**src/source/ttt_config.svh**
```systemverilog
`ifndef TTT_CONFIG_SVH
`define TTT_CONFIG_SVH

// Board geometry.
`define TTT_CELLS 9

// Position code for no winning line.
`define TTT_NO_POS 15

// AXI4-Lite bus widths.
`define TTT_ADDR_W 5
`define TTT_DATA_W 32

`endif

```
**src/source/ttt_game_pkg.sv**
```systemverilog
package ttt_game_pkg;

	// Cell contents, also used for player and winner codes.
	typedef enum logic [1:0]
	{
		cell_empty  = 2'd0,
		cell_cross  = 2'd1,
		cell_nought = 2'd2,
		cell_none   = 2'd3
	} cell_t;

	// Cell index 0..8, top left to bottom right.
	typedef logic [3:0] pos_t;

endpackage

```
**src/source/ttt_regs_pkg.sv**
```systemverilog
`include "ttt_config.svh"

package ttt_regs_pkg;

	// Register offsets.
	localparam logic [`TTT_ADDR_W-1:0] reg_move    = `TTT_ADDR_W'(8'h00);
	localparam logic [`TTT_ADDR_W-1:0] reg_control = `TTT_ADDR_W'(8'h04);
	localparam logic [`TTT_ADDR_W-1:0] reg_status  = `TTT_ADDR_W'(8'h08);
	localparam logic [`TTT_ADDR_W-1:0] reg_board   = `TTT_ADDR_W'(8'h0C);
	localparam logic [`TTT_ADDR_W-1:0] reg_line    = `TTT_ADDR_W'(8'h10);

	localparam logic [1:0] resp_okay   = 2'b00;
	localparam logic [1:0] resp_slverr = 2'b10;

	// Status register fields.
	localparam int st_winner = 0;
	localparam int st_win    = 2;
	localparam int st_full   = 3;
	localparam int st_turn   = 4;
	localparam int st_over   = 6;

	localparam int ctl_new_game = 0;

endpackage

```
**src/source/game_state_memory.sv**
```systemverilog
`timescale 1ns/1ps
`include "ttt_config.svh"

module game_state_memory (
	input logic clk,
	input logic reset,
	input logic clear,
	input logic we,
	input ttt_game_pkg::pos_t wr_addr,
	input ttt_game_pkg::cell_t data_in,
	output logic [2*`TTT_CELLS-1:0] board,
	output ttt_game_pkg::cell_t winner,
	output ttt_game_pkg::pos_t pos1,
	output ttt_game_pkg::pos_t pos2,
	output ttt_game_pkg::pos_t pos3,
	output logic win,
	output logic full
);

	import ttt_game_pkg::*;

	// Rows, then columns, then main diagonal, then anti-diagonal.
	localparam pos_t line_tab [8][3] = '{
		'{4'd0, 4'd1, 4'd2},
		'{4'd3, 4'd4, 4'd5},
		'{4'd6, 4'd7, 4'd8},
		'{4'd0, 4'd3, 4'd6},
		'{4'd1, 4'd4, 4'd7},
		'{4'd2, 4'd5, 4'd8},
		'{4'd0, 4'd4, 4'd8},
		'{4'd2, 4'd4, 4'd6}
	};

	cell_t cells [`TTT_CELLS];
	cell_t nxt_winner;
	pos_t nxt_pos1;
	pos_t nxt_pos2;
	pos_t nxt_pos3;
	logic nxt_full;

	always_ff @(posedge clk, posedge reset)
	begin
		if (reset)
		begin
			for (int k = 0; k < `TTT_CELLS; k++)
				cells[k] <= cell_empty;
		end
		else if (clear)
		begin
			for (int k = 0; k < `TTT_CELLS; k++)
				cells[k] <= cell_empty;
		end
		else if (we && wr_addr < `TTT_CELLS)
			cells[wr_addr] <= data_in;
	end

	always_comb
	begin
		for (int k = 0; k < `TTT_CELLS; k++)
			board[2*k +: 2] = cells[k];
	end

	// Scanned from the last line down so the first matching line wins.
	always_comb
	begin
		nxt_winner = cell_none;
		nxt_pos1 = pos_t'(`TTT_NO_POS);
		nxt_pos2 = pos_t'(`TTT_NO_POS);
		nxt_pos3 = pos_t'(`TTT_NO_POS);
		for (int l = 7; l >= 0; l--)
		begin
			if ((cells[line_tab[l][0]] == cell_cross || cells[line_tab[l][0]] == cell_nought)
				&& cells[line_tab[l][0]] == cells[line_tab[l][1]]
				&& cells[line_tab[l][1]] == cells[line_tab[l][2]])
			begin
				nxt_winner = cells[line_tab[l][0]];
				nxt_pos1 = line_tab[l][0];
				nxt_pos2 = line_tab[l][1];
				nxt_pos3 = line_tab[l][2];
			end
		end
	end

	always_comb
	begin
		nxt_full = 1'b1;
		for (int k = 0; k < `TTT_CELLS; k++)
			if (cells[k] == cell_empty)
				nxt_full = 1'b0;
	end

	// Results lag the board by one clock.
	always_ff @(posedge clk, posedge reset)
	begin
		if (reset)
		begin
			winner <= cell_none;
			pos1 <= pos_t'(`TTT_NO_POS);
			pos2 <= pos_t'(`TTT_NO_POS);
			pos3 <= pos_t'(`TTT_NO_POS);
			win <= 1'b0;
			full <= 1'b0;
		end
		else
		begin
			winner <= nxt_winner;
			pos1 <= nxt_pos1;
			pos2 <= nxt_pos2;
			pos3 <= nxt_pos3;
			win <= nxt_winner == cell_cross || nxt_winner == cell_nought;
			full <= nxt_full;
		end
	end

endmodule

```
**src/source/move_controller.sv**
```systemverilog
`timescale 1ns/1ps
`include "ttt_config.svh"

module move_controller (
	input logic clk,
	input logic reset,
	input logic move_req,
	input logic new_game,
	input ttt_game_pkg::pos_t move_cell,
	input logic [2*`TTT_CELLS-1:0] board,
	input logic win,
	input logic full,
	output logic move_done,
	output logic move_ok,
	output logic we,
	output logic clear,
	output ttt_game_pkg::pos_t wr_addr,
	output ttt_game_pkg::cell_t data_in,
	output ttt_game_pkg::cell_t turn,
	output logic over
);

	import ttt_game_pkg::*;

	cell_t target;
	logic in_range;
	logic legal;

	// Current content of the requested cell.
	always_comb
	begin
		target = cell_none;
		for (int k = 0; k < `TTT_CELLS; k++)
			if (move_cell == pos_t'(k))
				target = cell_t'(board[2*k +: 2]);
	end

	assign in_range = move_cell < pos_t'(`TTT_CELLS);
	assign over = win || full;
	assign legal = in_range && target == cell_empty && !over;

	// Memory write happens on the decision edge.
	assign we = move_req && legal;
	assign wr_addr = move_cell;
	assign data_in = turn;
	assign clear = new_game;

	always_ff @(posedge clk, posedge reset)
	begin
		if (reset)
			turn <= cell_cross;
		else if (new_game)
			turn <= cell_cross;
		else if (we)
			turn <= (turn == cell_cross) ? cell_nought : cell_cross;
	end

	always_ff @(posedge clk, posedge reset)
	begin
		if (reset)
		begin
			move_done <= 1'b0;
			move_ok <= 1'b0;
		end
		else
		begin
			move_done <= move_req;
			move_ok <= move_req && legal;
		end
	end

endmodule

```
**src/source/ttt_axil_slave.sv**
```systemverilog
`timescale 1ns/1ps
`include "ttt_config.svh"

module ttt_axil_slave (
	input logic clk,
	input logic reset,
	input logic [`TTT_ADDR_W-1:0] awaddr,
	input logic awvalid,
	output logic awready,
	input logic [`TTT_DATA_W-1:0] wdata,
	input logic [`TTT_DATA_W/8-1:0] wstrb,
	input logic wvalid,
	output logic wready,
	output logic [1:0] bresp,
	output logic bvalid,
	input logic bready,
	input logic [`TTT_ADDR_W-1:0] araddr,
	input logic arvalid,
	output logic arready,
	output logic [`TTT_DATA_W-1:0] rdata,
	output logic [1:0] rresp,
	output logic rvalid,
	input logic rready,
	output logic move_req,
	output logic new_game,
	output ttt_game_pkg::pos_t move_cell,
	input logic move_done,
	input logic move_ok,
	input logic [2*`TTT_CELLS-1:0] board,
	input ttt_game_pkg::cell_t winner,
	input ttt_game_pkg::cell_t turn,
	input logic win,
	input logic full,
	input logic over,
	input ttt_game_pkg::pos_t pos1,
	input ttt_game_pkg::pos_t pos2,
	input ttt_game_pkg::pos_t pos3
);

	import ttt_regs_pkg::*;
	import ttt_game_pkg::*;

	logic wr_busy;
	logic wr_accept;
	logic wr_move;
	logic wr_mapped;
	logic other_req;
	logic other_ack;
	logic [1:0] other_resp;
	logic [1:0] other_ack_resp;
	logic rd_accept;
	logic [`TTT_DATA_W-1:0] rd_value;
	logic [1:0] rd_resp;

	// AW and W are taken together, one write in flight.
	assign wr_accept = awvalid && wvalid && !wr_busy;
	assign awready = wr_accept;
	assign wready = wr_accept;

	assign wr_move = awaddr == reg_move && wstrb[0];
	assign wr_mapped = awaddr == reg_move || awaddr == reg_control
		|| awaddr == reg_status || awaddr == reg_board || awaddr == reg_line;

	always_ff @(posedge clk, posedge reset)
	begin
		if (reset)
		begin
			wr_busy <= 1'b0;
			move_req <= 1'b0;
			new_game <= 1'b0;
			other_req <= 1'b0;
			other_ack <= 1'b0;
			bvalid <= 1'b0;
		end
		else
		begin
			move_req <= wr_accept && wr_move;
			new_game <= wr_accept && awaddr == reg_control && wstrb[0] && wdata[ctl_new_game];
			other_req <= wr_accept && !wr_move;
			// Non-move writes are delayed to answer on the same edge as a move.
			other_ack <= other_req;
			if (wr_accept)
				wr_busy <= 1'b1;
			else if (bvalid && bready)
				wr_busy <= 1'b0;
			if (bvalid && bready)
				bvalid <= 1'b0;
			else if (move_done || other_ack)
				bvalid <= 1'b1;
		end
	end

	always_ff @(posedge clk)
	begin
		if (wr_accept)
		begin
			move_cell <= pos_t'(wdata[3:0]);
			other_resp <= wr_mapped ? resp_okay : resp_slverr;
		end
		other_ack_resp <= other_resp;
		if (move_done)
			bresp <= move_ok ? resp_okay : resp_slverr;
		else if (other_ack)
			bresp <= other_ack_resp;
	end

	// Read data mux.
	always_comb
	begin
		rd_value = '0;
		rd_resp = resp_okay;
		case (araddr)
			reg_move, reg_control:
				rd_value = '0;
			reg_status:
			begin
				rd_value[st_winner +: 2] = winner;
				rd_value[st_win] = win;
				rd_value[st_full] = full;
				rd_value[st_turn +: 2] = turn;
				rd_value[st_over] = over;
			end
			reg_board:
				rd_value[2*`TTT_CELLS-1:0] = board;
			reg_line:
				rd_value[11:0] = {pos3, pos2, pos1};
			default:
				rd_resp = resp_slverr;
		endcase
	end

	assign arready = !rvalid;
	assign rd_accept = arvalid && arready;

	always_ff @(posedge clk, posedge reset)
	begin
		if (reset)
			rvalid <= 1'b0;
		else if (rvalid && rready)
			rvalid <= 1'b0;
		else if (rd_accept)
			rvalid <= 1'b1;
	end

	always_ff @(posedge clk)
	begin
		if (rd_accept)
		begin
			rdata <= rd_value;
			rresp <= rd_resp;
		end
	end

endmodule

```
**src/source/tic_tac_toe_top.sv**
```systemverilog
`timescale 1ns/1ps
`include "ttt_config.svh"

module tic_tac_toe_top (
	input logic clk,
	input logic reset,
	input logic [`TTT_ADDR_W-1:0] awaddr,
	input logic awvalid,
	output logic awready,
	input logic [`TTT_DATA_W-1:0] wdata,
	input logic [`TTT_DATA_W/8-1:0] wstrb,
	input logic wvalid,
	output logic wready,
	output logic [1:0] bresp,
	output logic bvalid,
	input logic bready,
	input logic [`TTT_ADDR_W-1:0] araddr,
	input logic arvalid,
	output logic arready,
	output logic [`TTT_DATA_W-1:0] rdata,
	output logic [1:0] rresp,
	output logic rvalid,
	input logic rready
);

	import ttt_game_pkg::*;

	logic move_req;
	logic new_game;
	pos_t move_cell;
	logic move_done;
	logic move_ok;
	logic we;
	logic clear;
	pos_t wr_addr;
	cell_t data_in;
	cell_t turn;
	logic over;
	logic [2*`TTT_CELLS-1:0] board;
	cell_t winner;
	pos_t pos1;
	pos_t pos2;
	pos_t pos3;
	logic win;
	logic full;

	ttt_axil_slave u_slave (
		.clk(clk), .reset(reset),
		.awaddr(awaddr), .awvalid(awvalid), .awready(awready),
		.wdata(wdata), .wstrb(wstrb), .wvalid(wvalid), .wready(wready),
		.bresp(bresp), .bvalid(bvalid), .bready(bready),
		.araddr(araddr), .arvalid(arvalid), .arready(arready),
		.rdata(rdata), .rresp(rresp), .rvalid(rvalid), .rready(rready),
		.move_req(move_req), .new_game(new_game), .move_cell(move_cell),
		.move_done(move_done), .move_ok(move_ok),
		.board(board), .winner(winner), .turn(turn), .win(win), .full(full),
		.over(over), .pos1(pos1), .pos2(pos2), .pos3(pos3)
	);

	move_controller u_ctrl (
		.clk(clk), .reset(reset),
		.move_req(move_req), .new_game(new_game), .move_cell(move_cell),
		.board(board), .win(win), .full(full),
		.move_done(move_done), .move_ok(move_ok), .we(we), .clear(clear),
		.wr_addr(wr_addr), .data_in(data_in), .turn(turn), .over(over)
	);

	game_state_memory u_mem (
		.clk(clk), .reset(reset), .clear(clear), .we(we),
		.wr_addr(wr_addr), .data_in(data_in),
		.board(board), .winner(winner),
		.pos1(pos1), .pos2(pos2), .pos3(pos3),
		.win(win), .full(full)
	);

endmodule

```
**config.mk**
```make
export PLATFORM = sky130hd
export DESIGN_NAME = tic_tac_toe_top
export DESIGN_NICKNAME = d
export VERILOG_FILES = /design/src/source/ttt_game_pkg.sv /design/src/source/ttt_regs_pkg.sv /design/src/source/game_state_memory.sv /design/src/source/move_controller.sv /design/src/source/ttt_axil_slave.sv /design/src/source/tic_tac_toe_top.sv
export VERILOG_INCLUDE_DIRS = /design/src /design/src/source
export SDC_FILE = /design/constraint.sdc
export NUM_CORES = 1
export LEC_CHECK = 0
export BUFFER_PORTS_ARGS = -buffer_cell sky130_fd_sc_hd__buf_2
export CAP_MARGIN = 20
export CORE_MARGIN = 1
export CORE_UTILIZATION = 55
export DETAILED_ROUTE_END_ITERATION = 10
export PLACE_DENSITY = 0.85
export SLEW_MARGIN = 20
export SYNTH_ARGS = -nofsm -noshare
export SYNTH_HDL_FRONTEND = slang
export SYNTH_HIERARCHICAL = 1
export SYNTH_SLANG_ARGS = --single-unit
```
**constraint.sdc**
```tcl
create_clock -name clk -period 6.3 [get_ports clk]
set_input_delay 1.26 -clock clk [delete_from_list [all_inputs] [get_ports clk]]
set_output_delay 1.26 -clock clk [all_outputs]
set_load 0.05 [all_outputs]
```
==> results of run 1 <==
[cells in the mapped netlist (all sizes together) (7+ instances only)]
cell type   n
buf        35
nor2       33
dfrtp      30
edfxtp     25
mux2i      22
nand2      21
inv        18
and3       17
nor3       14
dfstp      13
nand3      11
o21ai      11
a21oi      10
a22o        7
o2bb2ai     7
[worst max-delay path, cell delays in order]
cell and delay, ns:
buf_2 0.08, and3b_1 0.42, buf_2 0.35
[kinds of logic (layout without fill, tap and decap cells)]
group,after synthesis,after routing,share of synthesized area
AOI/OAI and AO/OA,79,79,0.1628
xor gates and xnor gates,1,1,0.002253
adders and majority gates,5,5,0.01609
buffers and inverters,59,82,0.09266
DFF,69,69,0.4791
muxes,22,22,0.05663
other,1,16,0.0009643
and+or+nand+nor,130,130,0.1895
[cell type report]
type / instances / area share
Clock inverter: 4 / 0.006831
Sequential cell: 69 / 0.4422
Multi-Input combinational cell: 253 / 0.4087
Tap cell: 96 / 0.02851
Timing Repair Buffer: 48 / 0.05821
Inverter: 18 / 0.01604
Clock buffer: 12 / 0.03950
[stage by stage]
stage | std cells | setup WS, ns | total power [mW] | hold slack (ns)
after floorplan | 381 | 2.828 | 0.6476 | 0.3233
after global placement | 484 | 2.999 | 0.6620 | 0.3287
after detailed placement | 484 | 2.930 | 0.6665 | 0.3379
after CTS | 500 | 2.928 | 1.012 | 0.3555
after global routing | 500 | 2.858 | 1.039 | 0.3601
final | 500 | 2.927 | 1.005 | 0.3531
[worst paths after layout]
| kind | startpoint | slack [ns] | endpoint |
|---|---|---|---|
| max in group asynchronous | reset | 4.96 | u_mem/pos2[0] |
| max | awvalid | 2.93 | awready |
| max reg2reg | u_slave/move_cell[0] | 3.28 | u_mem/board[7] |
| min reg2reg | u_slave/other_req | 0.35 | u_slave/other_ack |
| min in group asynchronous | reset | 0.80 | u_ctrl/data_in[1] |
| min | u_slave/other_req | 0.35 | u_slave/other_ack |
[metal layers]
| metal | vias to the layer above | track usage | wire [um] |
|---|---|---|---|
| met4 | 0 | 0.1409 | 276 |
| met3 | 25 | 0.06256 | 706 |
| met1 | 1436 | 0.2956 | 3290 |
| met5 | - | 0 | 0 |
| li1 | 1372 | - | - |
| met2 | 170 | 0.4019 | 4058 |
[registers in the layout, summed over array words and instances, names as in the netlist, 2 cells and up]
| name | flops |
|---|---|
| u_mem/board | 18 |
| u_slave/rdata | 18 |
| u_mem/pos3 | 4 |
| u_slave/move_cell | 4 |
| u_mem/pos1 | 3 |
| u_mem/pos2 | 3 |
| u_ctrl/data_in | 2 |
| u_mem/winner | 2 |
[power by group through the flow]
stage | clock [mW] | combinational, mW | sequential (mW)
after CTS | 0.354 | 0.149 | 0.509
after floorplan | 0 | 0.0934 | 0.554
after global placement | 0 | 0.146 | 0.516
final | 0.347 | 0.149 | 0.509
after detailed placement | 0 | 0.149 | 0.518
after global routing | 0.368 | 0.158 | 0.513
==> metrics.txt, run 1 <==
outcome complete, no violations; GR Util All Layers 0.2460; layout cells sized above 1 0.2624; Gate Count Post-Synth 366; leakage power 1.907 nW; die area ~0.0074 mm^2; combinational share of power 0.148; Post-synth EDFFs 25; CP Data Required Time slightly above 5 ns; CTS HTree Levels 3; Critical Path End Type output pin; GPL Wtd Cong 0.9116; worst path arrival time 2.11 ns; Clock Power Share 0.345; post-DR wirelength/cell 16.66 um; leading area contributor after synthesis dfrtp_1; total negative slack 0 ns; initial core utilization 0.5724; final setup fails 0; Ports 94; core region area 0.006794 mm^2; Fill cells 528; wire length of the first global-routing pass 13.78 mm; Chip Width 86.09 um; CTS Sinks 69; Initial DRC Count approximately 290; Synth cell types 72; final period utilization 0.5354; Worst Reg2Reg Path Length in Cells 8; Setup Fix Bufs, Post-CTS 0; Area growth, synth to finish 8.333%; slew margin rel. 0.5384; P_sw 0.2992 mW; Mapped Area between 0.003 and 0.004 mm^2; switching part of the total power 0.2975; Worst Setup Path Type in2out; Max Fclk 296.5 MHz; CTS tree done; clk_lat worst skew 0.35 ns; initial antenna violation count 0; clk slew on worst S/H paths 0.07 ns; nets 457; RSZ-0062 raised after global routing false; hold_buf cts 0; Ys Warns 6; max_cap viols 0; crit-path max FO 10; FP Rows 30; largest net degree at the start of global routing 33; Seq/Total Area, Yosys 0.4791; clk buf depth 2; hpwl dp 5.671 mm; antenna diode count 0; #FFs+latches synth 69; Async SR Flop Fraction 0.6232; worst clock skew about 0.0064 ns; Die Y-Extent 86.09 um; commonest cells after routing, fill and taps aside buf_2, nor2_1, dfrtp_1, edfxtp_1, mux2i_1; routed wire length 8.332 mm; syn_area_per_cell roughly 11 um^2; Pre-antenna DRT Iters 6; Int Pwr 0.7063 mW; top post-synthesis cells by area dfrtp_1, edfxtp_1, dfstp_2; top_reg_cell synth dfrtp_1; remaining antenna violation count 0; GRT Residual Overflow 0; Synth top area share 0.1931; register area about 0.0019 mm^2; vias in the first global route ~2900; HP Class reg2reg; Power Density 238.7 mW/mm^2; commonest non-fill, non-tap cell in the layout buf_2; hold path cells 0; Vias 3003; Post-Layout Inst Area 0.004213 mm^2; Final Critical Period 3.373 ns; number of buffers created by CTS 9; vias per inst approximately 6.0; final core utilization 0.6201; DRC viols 0; share of power burned in registers 0.506; Final Hold Fails 0; worst-margin pin slew 0.6924 ns; Root Driver clkbuf_8; Slew Viols, Final 0; area occupied by multi-input gates 0.001722 mm^2; PortBufs 46; Startpoint Class input port; cts repair resizes 0; dpl cell area 0.004018 mm^2; Max VDD drop 124.4 uV
Power figures use the tool's default switching activity.
==> run 2: changes to the inputs <==
--- a/config.mk
+++ b/config.mk
@@ -9,9 +9,9 @@
 export BUFFER_PORTS_ARGS = -buffer_cell sky130_fd_sc_hd__buf_2
 export CAP_MARGIN = 20
 export CORE_MARGIN = 1
-export CORE_UTILIZATION = 55
+export CORE_UTILIZATION = 54
 export DETAILED_ROUTE_END_ITERATION = 10
-export PLACE_DENSITY = 0.85
+export PLACE_DENSITY = 0.83
 export SLEW_MARGIN = 20
 export SYNTH_ARGS = -nofsm -noshare
 export SYNTH_HDL_FRONTEND = slang
==> constraint.sdc (replaced) <==
create_clock -name clk -period 3.2 [get_ports clk]
set_input_delay 0.64 -clock clk [delete_from_list [all_inputs] [get_ports clk]]
set_output_delay 0.64 -clock clk [all_outputs]
set_load 0.05 [all_outputs]
==> metrics.txt, run 2 (synthesis results as in run 1) <==
outcome complete, no violations; Worst Setup Path Type reg2reg; routed wire length 8.547 mm (+2.6%); hpwl dp 5.791 mm (+2.1%); Root Driver clkbuf_8; number of buffers created by CTS 9 (unchanged); Final Hold Fails 0 (unchanged); Max Fclk 351.9 MHz; GRT Residual Overflow 0 (unchanged); layout cells sized above 1 0.2642 (+0.001821); total negative slack 0 ns (unchanged); Critical Path End Type flop; worst path arrival time 3.05 ns (+0.94 ns); Max VDD drop 221.5 uV (+78%); Final Critical Period between 2 and 3 ns; crit-path max FO 17 (+7); commonest non-fill, non-tap cell in the layout buf_2; Pre-antenna DRT Iters 6 (unchanged); vias per inst 6.026 (+0.33%); DRC viols 0 (unchanged); Slew Viols, Final 0 (unchanged); vias in the first global route 2822 (-3.2%); HP Class in2async; Ports 94 (unchanged); cell count after placement 485 (+0.21%); worst-margin pin slew 0.8998 ns (+0.2074 ns); Area growth, synth to finish 9.878%; CP Data Required Time 3.41 ns (-1.63 ns); antenna diode count 0 (unchanged); clk slew on worst S/H paths 0.07 ns (about the same); final setup fails 0 (unchanged); Fill cells 562 (+6.4%); PortBufs 46 (unchanged); post-DR wirelength/cell 17.06 um (+2.4%); final period utilization 0.8880; GR Util All Layers 0.2431 (-0.002887); nets 458 (+0.22%); initial core utilization 0.5661 (-0.006255); remaining antenna violation count 0 (unchanged); CTS HTree Levels 3 (unchanged); Initial DRC Count 454 (+59%); CTS Sinks 69 (unchanged); leakage power 1.938 nW (+1.7%); Startpoint Class flop; RSZ-0062 raised after global routing false; cts repair resizes 0 (unchanged); CTS tree done; clk_lat worst skew 0.35 ns (about the same); Vias 3019 (+0.53%); worst clock skew 0.006065 ns (-0.0002992 ns); slew margin rel. 0.3995 (-0.1389); commonest cells after routing, fill and taps aside buf_2, nor2_1, dfrtp_1, edfxtp_1, mux2i_1; hold_buf cts 0 (unchanged); Die Y-Extent 86.86 um (+0.90%); die area 0.007545 mm^2 (+1.8%); FP Rows 30 (unchanged); Setup Fix Bufs, Post-CTS 0 (unchanged); Chip Width 86.86 um (+0.90%); core region area 0.006869 mm^2 (+1.1%); GPL Wtd Cong 0.8571 (-6.0%); max_cap viols 0 (unchanged); Power Density 508.0 mW/mm^2 (+110%); clk buf depth 2 (unchanged); largest net degree at the start of global routing 24 (-27%); Final Non-Filler Cells 501 (+0.20%); initial antenna violation count 0 (unchanged); wire length of the first global-routing pass 13.62 mm (-1.2%)
-- run 2: worst max-delay path, stage by stage, from the launching register on --
cell and delay, ns:
edfxtp_1 0.61, o31ai_1 0.31, o311ai_1 0.15, nor3_1 0.26, o211a_1 0.31, nand3b_1 0.28, nor3b_1 0.47, mux2i_1 0.25
nor2_1 0.06
-- run 2: per-stage QoR --
stage                     utilization  worst slack [ns]  hold WS (ns)  area (um^2)  total power, mW
after floorplan                     -            0.8554        0.3233         3945            1.275
after global placement         0.5860            0.6143        0.3305         4025            1.304
after global routing           0.6220            0.2034        0.1871         4273            2.235
final                          0.6220            0.3583        0.1791         4273            2.170
after CTS                      0.6220            0.4765        0.1759         4273            2.180
after detailed placement       0.5860            0.5792        0.3338         4025            1.313
-- run 2: cell type report --
class / count / area, um^2 / area share
clock buffers: 11 / 141.4 / 0.03309
clock inverters: 5 / 106.4 / 0.02489
inverters: 18 / 67.56 / 0.01581
multi-input cells: 253 / 1722 / 0.4029
flip-flops and latches: 69 / 1863 / 0.4360
well taps: 96 / 120.1 / 0.02811
repair buffers: 49 / 252.7 / 0.05915
-- run 2: worst paths after layout --
kind,slack (ns),endpoint,cells after the start,start
worst min-delay path,0.18,u_ctrl/move_done,2,reset
min in group clk,0.35,u_slave/other_ack_resp[1],0,u_slave/other_resp[1]
worst max-delay path,0.36,u_mem/board[11],8,u_slave/move_cell[0]
worst max register to register,0.36,u_mem/board[11],8,u_slave/move_cell[0]
worst min register to register,0.35,u_slave/other_ack_resp[1],0,u_slave/other_resp[1]
max in group asynchronous,1.95,u_mem/pos2[2],3,reset
-- run 2: layer usage --
layer  track usage  up-vias  wire [um]
li1              -     1370          -
met3       0.05972       26        763
met5             0        -          0
met4        0.1136        0        199
met1        0.2835     1452       3358
met2        0.4209      171       4226
-- run 2: power by group --
part           internal, mW  leakage, nW  total [mW]  switching [mW]
Sequential            0.968        0.796        1.00          0.0352
Combinational        0.0717         1.02       0.294           0.222
Clock                 0.542        0.120       0.873           0.332
Total                  1.58         1.94        2.17           0.589
